==> src/plic_pkg.sv <==
/* PLIC shared definitions */

package plic_pkg;

    ////////////////////
    // Sizes
    ////////////////////

    // Sources are numbered 1..SRC_NUM, ID 0 means no interrupt
    localparam int unsigned SRC_NUM = 8;
    localparam int unsigned ID_W    = 4;
    localparam int unsigned PRIO_W  = 3;
    localparam int unsigned ADDR_W  = 8;
    localparam int unsigned DATA_W  = 32;

    // One bit per source, set means edge triggered (sources 5 to 8)
    localparam logic [SRC_NUM-1:0] LEVEL_EDGE_TRIGGER = 8'hF0;

    ////////////////////
    // Vector types
    ////////////////////

    typedef logic [SRC_NUM-1:0]        src_vec_t;
    typedef logic [ID_W-1:0]           irq_id_t;
    typedef logic [PRIO_W-1:0]         prio_t;
    // Source n sits at bits [(n-1)*PRIO_W +: PRIO_W]
    typedef logic [SRC_NUM*PRIO_W-1:0] prio_vec_t;
    typedef logic [ADDR_W-1:0]         reg_addr_t;
    typedef logic [DATA_W-1:0]         reg_data_t;

    ////////////////////
    // Register map
    ////////////////////

    // Priority of source n lives at PRIO_BASE + 4n
    localparam reg_addr_t PRIO_BASE    = 8'h00;
    localparam reg_addr_t PENDING_ADDR = 8'h40;
    localparam reg_addr_t ENABLE_ADDR  = 8'h44;
    localparam reg_addr_t THRESH_ADDR  = 8'h48;
    localparam reg_addr_t CLAIM_ADDR   = 8'h4C;
    localparam reg_addr_t MSIP_ADDR    = 8'h50;

endpackage : plic_pkg

==> src/plic_gateway.sv <==
/* PLIC interrupt gateway */

`timescale 1ns/1ps

module plic_gateway (
    input  logic               clk_i,
    input  logic               rst_n_i,

    // Raw interrupt lines
    input  plic_pkg::src_vec_t intr_src_i,

    // Claim and complete strobes from the register file
    input  logic               claim_valid_i,
    input  plic_pkg::irq_id_t  claim_id_i,
    input  logic               complete_valid_i,
    input  plic_pkg::irq_id_t  complete_id_i,

    output plic_pkg::src_vec_t pending_o,
    output plic_pkg::src_vec_t eligible_o
);

    plic_pkg::src_vec_t src_q;
    plic_pkg::src_vec_t pending_q;
    plic_pkg::src_vec_t in_service_q;
    plic_pkg::src_vec_t rise;
    plic_pkg::src_vec_t claim_hit;
    plic_pkg::src_vec_t complete_hit;

    // Rising edges and ID decodes, bit i belongs to source i+1
    always_comb begin
        rise = intr_src_i & ~src_q;
        for (int i = 0; i < plic_pkg::SRC_NUM; i++) begin
            claim_hit[i]    = claim_valid_i && (claim_id_i == plic_pkg::irq_id_t'(i + 1));
            complete_hit[i] = complete_valid_i && (complete_id_i == plic_pkg::irq_id_t'(i + 1));
        end
    end

    always_ff @(posedge clk_i) begin
        if (!rst_n_i) begin
            src_q        <= '0;
            pending_q    <= '0;
            in_service_q <= '0;
        end else begin
            src_q <= intr_src_i;
            for (int i = 0; i < plic_pkg::SRC_NUM; i++) begin
                if (plic_pkg::LEVEL_EDGE_TRIGGER[i]) begin
                    // Edge source: a new edge wins over a claim in the same cycle
                    if (rise[i])
                        pending_q[i] <= 1'b1;
                    else if (claim_hit[i])
                        pending_q[i] <= 1'b0;
                end else begin
                    // Level source tracks the line only while not in service
                    if (claim_hit[i])
                        pending_q[i] <= 1'b0;
                    else if (!in_service_q[i])
                        pending_q[i] <= intr_src_i[i];
                end

                if (claim_hit[i])
                    in_service_q[i] <= 1'b1;
                else if (complete_hit[i])
                    in_service_q[i] <= 1'b0;
            end
        end
    end

    assign pending_o  = pending_q;
    // Sources in service stay hidden from the arbiter
    assign eligible_o = pending_q & ~in_service_q;

endmodule : plic_gateway

==> src/plic_arbiter.sv <==
/* PLIC priority arbiter */

`timescale 1ns/1ps

module plic_arbiter (
    input  logic                clk_i,
    input  logic                rst_n_i,

    input  plic_pkg::src_vec_t  eligible_i,
    input  plic_pkg::src_vec_t  enable_i,
    input  plic_pkg::prio_vec_t prio_i,
    input  plic_pkg::prio_t     threshold_i,

    // Notification to the hart
    output logic                irq_o,
    output plic_pkg::irq_id_t   irq_id_o
);

    plic_pkg::src_vec_t candidate;
    plic_pkg::prio_t    best_prio;
    plic_pkg::irq_id_t  best_id;
    logic               irq_d;

    logic               irq_q;
    plic_pkg::irq_id_t  irq_id_q;

    ////////////////////
    // Selection
    ////////////////////

    assign candidate = eligible_i & enable_i;

    // Ascending scan with strict compare, so a tie keeps the lowest ID
    // and priority 0 can never be picked
    always_comb begin
        best_prio = '0;
        best_id   = '0;
        for (int i = 0; i < plic_pkg::SRC_NUM; i++) begin
            if (candidate[i] &&
                (prio_i[i*plic_pkg::PRIO_W +: plic_pkg::PRIO_W] > best_prio)) begin
                best_prio = prio_i[i*plic_pkg::PRIO_W +: plic_pkg::PRIO_W];
                best_id   = plic_pkg::irq_id_t'(i + 1);
            end
        end
    end

    // Must be strictly above the threshold
    assign irq_d = (best_prio > threshold_i);

    ////////////////////
    // Output register
    ////////////////////

    always_ff @(posedge clk_i) begin
        if (!rst_n_i) begin
            irq_q    <= 1'b0;
            irq_id_q <= '0;
        end else begin
            irq_q    <= irq_d;
            irq_id_q <= irq_d ? best_id : '0;
        end
    end

    assign irq_o    = irq_q;
    assign irq_id_o = irq_id_q;

endmodule : plic_arbiter

==> src/plic_regfile.sv <==
/* PLIC register file */

`timescale 1ns/1ps

module plic_regfile (
    input  logic                clk_i,
    input  logic                rst_n_i,

    // Register bus
    input  logic                reg_req_valid_i,
    input  logic                reg_req_write_i,
    input  plic_pkg::reg_addr_t reg_req_addr_i,
    input  plic_pkg::reg_data_t reg_req_wdata_i,
    output logic                reg_rsp_valid_o,
    output plic_pkg::reg_data_t reg_rsp_rdata_o,

    // Status from the gateway and arbiter
    input  plic_pkg::src_vec_t  pending_i,
    input  plic_pkg::irq_id_t   irq_id_i,

    // Configuration
    output plic_pkg::prio_vec_t prio_o,
    output plic_pkg::src_vec_t  enable_o,
    output plic_pkg::prio_t     threshold_o,

    // Strobes back to the gateway
    output logic                claim_valid_o,
    output plic_pkg::irq_id_t   claim_id_o,
    output logic                complete_valid_o,
    output plic_pkg::irq_id_t   complete_id_o,

    output logic                msip_o
);

    plic_pkg::prio_vec_t prio_q;
    plic_pkg::src_vec_t  enable_q;
    plic_pkg::prio_t     threshold_q;
    logic                msip_q;

    logic                wr_en;
    logic                rd_en;
    plic_pkg::reg_data_t rdata_d;

    logic                rsp_valid_q;
    plic_pkg::reg_data_t rsp_rdata_q;

    assign wr_en = reg_req_valid_i && reg_req_write_i;
    assign rd_en = reg_req_valid_i && !reg_req_write_i;

    ////////////////////
    // Write side
    ////////////////////

    always_ff @(posedge clk_i) begin
        if (!rst_n_i) begin
            prio_q      <= '0;
            enable_q    <= '0;
            threshold_q <= '0;
            msip_q      <= 1'b0;
        end else if (wr_en) begin
            case (reg_req_addr_i)
                plic_pkg::ENABLE_ADDR: enable_q    <= reg_req_wdata_i[plic_pkg::SRC_NUM-1:0];
                plic_pkg::THRESH_ADDR: threshold_q <= reg_req_wdata_i[plic_pkg::PRIO_W-1:0];
                plic_pkg::MSIP_ADDR:   msip_q      <= reg_req_wdata_i[0];
                default: begin
                    for (int i = 0; i < plic_pkg::SRC_NUM; i++) begin
                        if (reg_req_addr_i ==
                            plic_pkg::reg_addr_t'(plic_pkg::PRIO_BASE + 4 * (i + 1)))
                            prio_q[i*plic_pkg::PRIO_W +: plic_pkg::PRIO_W] <=
                                reg_req_wdata_i[plic_pkg::PRIO_W-1:0];
                    end
                end
            endcase
        end
    end

    ////////////////////
    // Read side
    ////////////////////

    // Unmapped addresses fall through to zero
    always_comb begin
        rdata_d = '0;
        case (reg_req_addr_i)
            plic_pkg::PENDING_ADDR: rdata_d = plic_pkg::reg_data_t'(pending_i);
            plic_pkg::ENABLE_ADDR:  rdata_d = plic_pkg::reg_data_t'(enable_q);
            plic_pkg::THRESH_ADDR:  rdata_d = plic_pkg::reg_data_t'(threshold_q);
            plic_pkg::CLAIM_ADDR:   rdata_d = plic_pkg::reg_data_t'(irq_id_i);
            plic_pkg::MSIP_ADDR:    rdata_d = plic_pkg::reg_data_t'(msip_q);
            default: begin
                for (int i = 0; i < plic_pkg::SRC_NUM; i++) begin
                    if (reg_req_addr_i ==
                        plic_pkg::reg_addr_t'(plic_pkg::PRIO_BASE + 4 * (i + 1)))
                        rdata_d = plic_pkg::reg_data_t'(
                            prio_q[i*plic_pkg::PRIO_W +: plic_pkg::PRIO_W]);
                end
            end
        endcase
    end

    // Response one cycle after every request, writes return zero
    always_ff @(posedge clk_i) begin
        if (!rst_n_i)
            rsp_valid_q <= 1'b0;
        else
            rsp_valid_q <= reg_req_valid_i;
    end

    always_ff @(posedge clk_i) begin
        rsp_rdata_q <= rd_en ? rdata_d : '0;
    end

    // Claim takes the ID seen on the request cycle
    assign claim_valid_o    = rd_en && (reg_req_addr_i == plic_pkg::CLAIM_ADDR) &&
                              (irq_id_i != '0);
    assign claim_id_o       = irq_id_i;
    assign complete_valid_o = wr_en && (reg_req_addr_i == plic_pkg::CLAIM_ADDR);
    assign complete_id_o    = reg_req_wdata_i[plic_pkg::ID_W-1:0];

    assign reg_rsp_valid_o = rsp_valid_q;
    assign reg_rsp_rdata_o = rsp_rdata_q;
    assign prio_o          = prio_q;
    assign enable_o        = enable_q;
    assign threshold_o     = threshold_q;
    assign msip_o          = msip_q;

endmodule : plic_regfile

==> src/plic_top.sv <==
/* PLIC top level */

`timescale 1ns/1ps

module plic_top (
    input  logic                clk_i,
    input  logic                rst_n_i,

    input  plic_pkg::src_vec_t  intr_src_i,

    input  logic                reg_req_valid_i,
    input  logic                reg_req_write_i,
    input  plic_pkg::reg_addr_t reg_req_addr_i,
    input  plic_pkg::reg_data_t reg_req_wdata_i,
    output logic                reg_rsp_valid_o,
    output plic_pkg::reg_data_t reg_rsp_rdata_o,

    output logic                irq_o,
    output plic_pkg::irq_id_t   irq_id_o,
    output logic                msip_o
);

    plic_pkg::src_vec_t  pending;
    plic_pkg::src_vec_t  eligible;
    plic_pkg::prio_vec_t prio;
    plic_pkg::src_vec_t  enable;
    plic_pkg::prio_t     threshold;
    logic                claim_valid;
    plic_pkg::irq_id_t   claim_id;
    logic                complete_valid;
    plic_pkg::irq_id_t   complete_id;

    plic_gateway gateway_u (
        .clk_i            ( clk_i          ),
        .rst_n_i          ( rst_n_i        ),
        .intr_src_i       ( intr_src_i     ),
        .claim_valid_i    ( claim_valid    ),
        .claim_id_i       ( claim_id       ),
        .complete_valid_i ( complete_valid ),
        .complete_id_i    ( complete_id    ),
        .pending_o        ( pending        ),
        .eligible_o       ( eligible       )
    );

    plic_arbiter arbiter_u (
        .clk_i       ( clk_i     ),
        .rst_n_i     ( rst_n_i   ),
        .eligible_i  ( eligible  ),
        .enable_i    ( enable    ),
        .prio_i      ( prio      ),
        .threshold_i ( threshold ),
        .irq_o       ( irq_o     ),
        .irq_id_o    ( irq_id_o  )
    );

    // Claim reads see the registered arbiter ID
    plic_regfile regfile_u (
        .clk_i            ( clk_i           ),
        .rst_n_i          ( rst_n_i         ),
        .reg_req_valid_i  ( reg_req_valid_i ),
        .reg_req_write_i  ( reg_req_write_i ),
        .reg_req_addr_i   ( reg_req_addr_i  ),
        .reg_req_wdata_i  ( reg_req_wdata_i ),
        .reg_rsp_valid_o  ( reg_rsp_valid_o ),
        .reg_rsp_rdata_o  ( reg_rsp_rdata_o ),
        .pending_i        ( pending         ),
        .irq_id_i         ( irq_id_o        ),
        .prio_o           ( prio            ),
        .enable_o         ( enable          ),
        .threshold_o      ( threshold       ),
        .claim_valid_o    ( claim_valid     ),
        .claim_id_o       ( claim_id        ),
        .complete_valid_o ( complete_valid  ),
        .complete_id_o    ( complete_id     ),
        .msip_o           ( msip_o          )
    );

endmodule : plic_top

==> config.mk <==
export PLATFORM = sky130hd
export DESIGN_NAME = plic_top
export DESIGN_NICKNAME = d
export VERILOG_FILES = /design/src/plic_pkg.sv /design/src/plic_gateway.sv /design/src/plic_arbiter.sv /design/src/plic_regfile.sv /design/src/plic_top.sv
export SDC_FILE = /design/constraint.sdc
export NUM_CORES = 1
export LEC_CHECK = 0
export ABC_AREA = 1
export BUFFER_PORTS_ARGS = -buffer_cell sky130_fd_sc_hd__buf_4
export CORE_ASPECT_RATIO = 1.5
export CORE_MARGIN = 3
export CORE_UTILIZATION = 30
export DETAILED_ROUTE_END_ITERATION = 7
export PLACE_DENSITY_LB_ADDON = 0.12
export SLEW_MARGIN = 10
export SYNTH_ARGS = -nofsm -noshare
export SYNTH_HDL_FRONTEND = slang
export SYNTH_HIERARCHICAL = 1
export SYNTH_SLANG_ARGS = --single-unit
==> constraint.sdc <==
create_clock -name clk_i -period 8.36 [get_ports clk_i]
set_input_delay 1.672 -clock clk_i [delete_from_list [all_inputs] [get_ports clk_i]]
set_output_delay 1.672 -clock clk_i [all_outputs]
set_load 0.05 [all_outputs]
---- After elaboration in Yosys (flattened, before gate mapping) ----
Cells that the tools add are included.
Widths: inputs -> output; s select.
storage, ports and cells
  register bits after elaboration ......... 98
  bits of input ports ..................... 52
  output and inout port bits .............. 39
  word-level logic and storage cells ...... 189
operators by class
  eq/ne operators ......................... 29
  muxes and demuxes ....................... 49
  magnitude comparators ................... 9
  bitwise operators ....................... 8
  reduce and logical (&&, ||, !) cells .... 61
operators by type and width
  operator            count
  $pmux 32 s5         1
  $mux 3              20
  $eq 8x7->1 const B  5
  $eq 4x3->1 const B  8
  $eq 8x5->1 const B  4
  $logic_and 1x1->1   29
  $mux 1              25
  $and 8x8->8         3
  $gt 3x3->1          8
  $reduce_and 3->1    8
  $reduce_bool 2->1   12
  $eq 4x2->1 const B  4
  $eq 8x4->1 const B  2
  $not 8->8           2
  $eq 4x1->1 const B  2
  $eq 4x4->1 const B  2
  $eq 8x3->1 const B  1
  $eq 8x6->1 const B  1
  $reduce_and 2->1    4
  $reduce_or 2->1     4
  $reduce_or 3->1     2
  $mux 2              2
  $mux 4              1
  $reduce_bool 4->1   1
  other kinds (3)     5

---- Longest topological paths before layout ----
  word-level depth ........................ 29
  depth in mapped cells ................... 66
  depth with buffers taken out ............ 66

---- Cells and area by module ----
Netlist, hierarchy kept.
modules (own cells, without submodules)
  module        times used  area an instance (µm²)  sequential area each (µm²)  cells each
  plic_regfile  1           2,529.9                 900.9                       363
  plic_arbiter  1           1,243.7                 100.1                       200
  plic_gateway  1           867.1                   400.4                       129

---- Worst setup path before layout ----
OpenSTA, ideal clock, no wires.
  path kind ............................... reg2reg
  start ................................... reg gateway_u.pending_q[0], in the netlist gateway_u/pending_o[0]
  end ..................................... reg arbiter_u.irq_id_q[2], in the netlist arbiter_u/irq_id_o[2]
  period minus slack after synthesis ...... 7.799 ns
  arrival time ............................ 7.670 ns
  path slack .............................. 0.561 ns
  cell stages (with the launch flop) ...... 66
  buffers on the path ..................... 0
  library setup time ...................... 0.129 ns
  cell sequence ........................... dfxtp_1 -> inv_1 -> nor2_1 -> nand2_1 -> inv_2 -> nand3_1 -> ha_1 -> nand3_1 -> nand2_1 -> inv_2 -> nand2_4 -> nand2_1 -> o21ai_1 -> ha_1 -> inv_1 -> o21bai_1 -> inv_1 -> nand2_4 -> (+30 left out) -> nor2_1 -> inv_1 -> or2_2 -> nand2_1 -> ha_1 -> a21oi_1 -> o21ai_0 -> nand4_1 -> inv_1 -> nand2_1 -> nand2_1 -> ha_1 -> nand2_1 -> nor2_1 -> a211oi_1 -> nor2_1 -> nand2_1 -> a31oi_1
between the ends
  longest elaborated chain between the ends .. 28
RTL lines
  item                               line                RTL
  from (decl)                        plic_gateway.sv:23  plic_pkg::src_vec_t pending_q;
  from (signal, indexed assignment)  plic_gateway.sv:57  pending_q[i] <= intr_src_i[i];
  $and 8x8->8 (*)                    plic_gateway.sv:70  assign eligible_o = pending_q & ~in_service_q;
  via eligible[0]                    plic_top.sv:24      plic_pkg::src_vec_t eligible;
  $and 8x8->8 (*)                    plic_arbiter.sv:31  assign candidate = eligible_i & enable_i;
  $logic_and 1x1->1 (*)              plic_arbiter.sv:39  if (candidate[i] &&
  $mux 3 (*)                         plic_arbiter.sv:39
  $gt 3x3->1                         plic_arbiter.sv:40  (prio_i[i*plic_pkg::PRIO_W +: plic_pkg::PRIO_W] > best_prio)) begin
  $logic_and 1x1->1                  plic_arbiter.sv:39
  $mux 3 (*)                         plic_arbiter.sv:39
  (+13 left out)                     -
  $logic_and 1x1->1                  plic_arbiter.sv:39
  $mux 3                             plic_arbiter.sv:39
  $gt 3x3->1                         plic_arbiter.sv:40
  $logic_and 1x1->1                  plic_arbiter.sv:39
  $mux 3                             plic_arbiter.sv:39
  $gt 3x3->1                         plic_arbiter.sv:48  assign irq_d = (best_prio > threshold_i);
  $not 1->1 (no line)                -
  $reduce_or 3->1 (no line)          -
  to (signal assigned)               plic_arbiter.sv:60  irq_id_q <= irq_d ? best_id : '0;
  to (decl)                          plic_arbiter.sv:25  plic_pkg::irq_id_t irq_id_q;
The timed path passes the listed nets; every way through them passes the cells marked *.
A chain may end at the register's enable or synchronous reset.

---- Worst setup path in the final report ----
Ends and elaborated chain as after synthesis.

==> results_tabular.tex <==
\begin{tabular}{lr}
\hline
Metric & Value \\
\hline
\multicolumn{2}{l}{\textbf{Run status}} \\
Run status & completed \\
\multicolumn{2}{l}{\textbf{Pwr}} \\
Power share of the clock group & 49.0\% \\
Switching share of power & 26.44\% \\
Comb power frac & 9.0\% \\
Total power & 809.7 uW \\
Pwr dens & 132.9 nW/um\^{}2 \\
Share of power burned in registers & 42.0\% \\
Internal power & 595.7 uW \\
Static Leak & 2.642 nW \\
Worst supply voltage drop on vdd & 0.1004 mV \\
Net switching power & 214.1 uW \\
\multicolumn{2}{l}{\textbf{Place}} \\
Instance area at placement & 5283 sq um \\
Routability congestion estimate from global placement & 0.9159 \\
Post-placement cell count & 952 \\
Estimated wirelength of the detail-placed design & 10820 um \\
Count of input and output buffers & 42 \\
\multicolumn{2}{l}{\textbf{Global route}} \\
Gr usage total & 17.16\% \\
Global-route wire length before repair & 22700 um \\
Remaining Overflow, GRT & 0 \\
Largest net degree at the start of global routing & 33 \\
Number of global-route vias before repair & 4604 \\
Antenna violations before repair & 0 \\
\multicolumn{2}{l}{\textbf{Logic synthesis}} \\
Ranking of synthesized cells by area & sky130\_fd\_sc\_hd\_\_dfxtp\_1 (30\%), sky130\_fd\_sc\_hd\_\_nand2\_1 (14\%), sky130\_fd\_sc\_hd\_\_nand3\_1 (7.9\%) \\
Synth Area per Inst & 6.706 sq um \\
Area fraction of the dominant cell type after synthesis & 30.20\% \\
Syn Inst Count & 692 \\
Cell Area, Synth & 4641 sq um \\
Number of distinct standard cells referenced by the synthesized netlist & 37 \\
Part of the Yosys area used for sequential elements & 30.20\% \\
Cell taking the most area after synthesis & sky130\_fd\_sc\_hd\_\_dfxtp\_1 \\
Flops \& latches, synth & 70 \\
Count of warnings emitted by yosys & 6 \\
\multicolumn{2}{l}{\textbf{Die}} \\
Area enclosed by the die boundary & 17030 sq um \\
Top Ports & 91 \\
Starting density of the core & 30.65\% \\
Die X & 107.6 um \\
Floorplan die height & 158.3 um \\
Standard cell core area & 15140 sq um \\
Number of placement rows & 55 \\
\multicolumn{2}{l}{\textbf{Critical path}} \\
Worst reg-to-reg path cell count & 63 \\
Crit-path max FO & 6 \\
Most numerous cell on the critical path & sky130\_fd\_sc\_hd\_\_nand2\_4 \\
Critical path required time & 8.62 ns \\
Critical-path top delay cell & sky130\_fd\_sc\_hd\_\_dfxtp\_2 \\
Crit path kind & flop to flop \\
Crit start category & flop \\
Nature of the critical path endpoint & flop \\
Reg2reg setup slack & 0.46 ns \\
Largest stage delay on the critical path & 0.32 ns \\
Endpoint arrival time on the critical path & 8.16 ns \\
\multicolumn{2}{l}{\textbf{CTS}} \\
Later-pin clock latency in the skew report & 0.34 ns \\
Worst-path clk slew & 0.06 ns \\
CTS tree & yes \\
H-tree Lvls & 3 \\
Cts-stage hold buffer count & 0 \\
Clock buffer depth & 2 \\
Clock buffers created by TritonCTS & 9 \\
Clock root cell & sky130\_fd\_sc\_hd\_\_clkbuf\_16 \\
Number of sinks driven by the clock tree & 70 \\
\multicolumn{2}{l}{\textbf{Detailed routing}} \\
Final routed wirelength across all metal layers & 14310 um \\
Mean number of vias per cell & 4.627 \\
First-iteration detailed-routing DRC count & 186 \\
Count of antenna-violating nets left after detailed routing & 0 \\
Pre-Repair DR Iteration Count & 4 \\
Per-cell routed wire length & 14.54 um \\
Vias post-DR & 4553 \\
Residual DRC & 0 \\
\multicolumn{2}{l}{\textbf{Finish}} \\
Share of cells above drive strength 1 & 32.99\% \\
Relative area change from synthesis to final layout & 31.30\% \\
Count of antenna diodes in the layout & 0 \\
Commonest non-fill, non-tap cell in the layout & sky130\_fd\_sc\_hd\_\_nand2\_1 \\
Leading cell types in the layout, fill and taps excluded & sky130\_fd\_sc\_hd\_\_nand2\_1 (155), sky130\_fd\_sc\_hd\_\_buf\_4 (98), sky130\_fd\_sc\_hd\_\_inv\_1 (73) \\
Fin cells & 984 \\
Post-route cell area & 6093 sq um \\
Total of fill cells in the finished design & 1652 \\
Number of nets in the final layout & 849 \\
\multicolumn{2}{l}{\textbf{Hold path}} \\
Hold Path Cell Cnt & 1 \\
Type of the most critical hold path & flop to flop \\
\multicolumn{2}{l}{\textbf{STA}} \\
Tightest Pin Transition & 1.174 ns \\
Max Clock Skew & 0.006242 ns \\
Final Max Tran Viols & 0 \\
Hold slack final & 0.4058 ns \\
Time the final worst path needs with I/O delays and setup & 7.905 ns \\
Portion of the clock cycle consumed by the worst path in the final layout & 94.56\% \\
Relative max-transition margin & 21.68\% \\
Final setup violation count & 0 \\
Number of hold violations in the final report & 0 \\
Maximum clock rate & 126.5 MHz \\
\multicolumn{2}{l}{\textbf{Flow run}} \\
Maxcap violations & 0 \\
\hline
\end{tabular}
[cells by family after synthesis]
| family | count (synthesis) | synth area share [%] |
|---|---|---|
| adders and majority gates | 17 | 4.583 |
| other | 1 | 0.08081 |
| AOI/OAI and AO/OA | 86 | 10.38 |
| buffers and inverters | 142 | 14.64 |
| DFF | 70 | 30.20 |
| and+or+nand+nor | 376 | 40.12 |
[state kept, by name (all words and copies together) (netlist names)]
register and cells:
regfile_u/prio_o 24, regfile_u/reg_rsp_valid_o 1, gateway_u/pending_o 8, gateway_u/src_q 4, gateway_u/in_service_q 8, regfile_u/reg_rsp_rdata_o 8, regfile_u/msip_o 1, regfile_u/threshold_o 3
arbiter_u/irq_id_o 4, arbiter_u/irq_o 1, regfile_u/enable_o 8
[critical path: cells and delay by family (launching register included)]
family,cells,cell delay (ns)
AO/OA/AOI/OAI,9,1.08
adder cells (fa/ha/maj),8,2.11
buffers and inverters,6,0.58
flip-flops,1,0.32
AND/OR/NAND/NOR,40,3.72
[cells in the mapped netlist (all sizes together)]
master,number
or2,4
and2,2
inv,96
nor3,6
buf,41
a31oi,2
o21ai,21
clkinv,2
nand3,82
a21boi,1
conb,1
dfxtp,70
o31ai,1
nand2,198
a21oi,55
nor2,67
clkbuf,3
nand4,16
nor4,1
ha,17
o21bai,3
a211oi,3
[cell type report]
cell class                      instances  area, sq um  area share (%)
Clock buffer                           10        239.0           3.922
Clock inverter                          6        68.82           1.129
Inverter                               98        372.9           6.119
Multi-Input combinational cell        503         3025           49.65
Sequential cell                        70         1403           23.02
Tap cell                              199        249.0           4.086
Timing Repair Buffer                   98        735.7           12.07
[power groups by stage]
stage / Clock (mW) / Combinational, mW / Sequential [mW]
after floorplan: 0 / 0.0602 / 0.348
after global placement: 0 / 0.0717 / 0.348
after detailed placement: 0 / 0.0722 / 0.348
after CTS: 0.407 / 0.0726 / 0.340
after global routing: 0.423 / 0.0788 / 0.341
final: 0.397 / 0.0726 / 0.340
[path summary, 6_finish.rpt]
check	startpoint	endpoint
max reg2reg	gateway_u/pending_o[0]	arbiter_u/irq_id_o[2]
max	gateway_u/pending_o[0]	arbiter_u/irq_id_o[2]
min	gateway_u/src_q[5]	gateway_u/pending_o[5]
min reg2reg	gateway_u/src_q[5]	gateway_u/pending_o[5]
[what timing repair did]
item,4_1_cts,5_1_grt
buffers inserted,7,10
pin swaps,15,34
setup endpoints to repair,5,5
cloned,0,0
resized for setup,21,60
[through the flow]
step | TNS, ns | setup WS [ns] | util (%)
after floorplan | 0 | 0.5612 | -
after global placement | -1.062 | -0.2570 | 34.89
after detailed placement | -1.749 | -0.3911 | 34.89
after CTS | 0 | 0.003451 | 37.85
after global routing | -0.3163 | -0.09818 | 40.25
final | 0 | 0.4551 | 40.25
[metal layers]
layer | up-vias | track usage [%] | share of wire [%] | routed length [um]
met2 | 84 | 33.48 | 56 | 8049
met1 | 2099 | 18.40 | 38 | 5483
met5 | - | 0 | 0 | 0
met3 | 27 | 1.988 | 2.7 | 390
met4 | 0 | 7.040 | 2.7 | 384
li1 | 2343 | - | - | -
No activity file was read; power rests on OpenSTA's default activity.
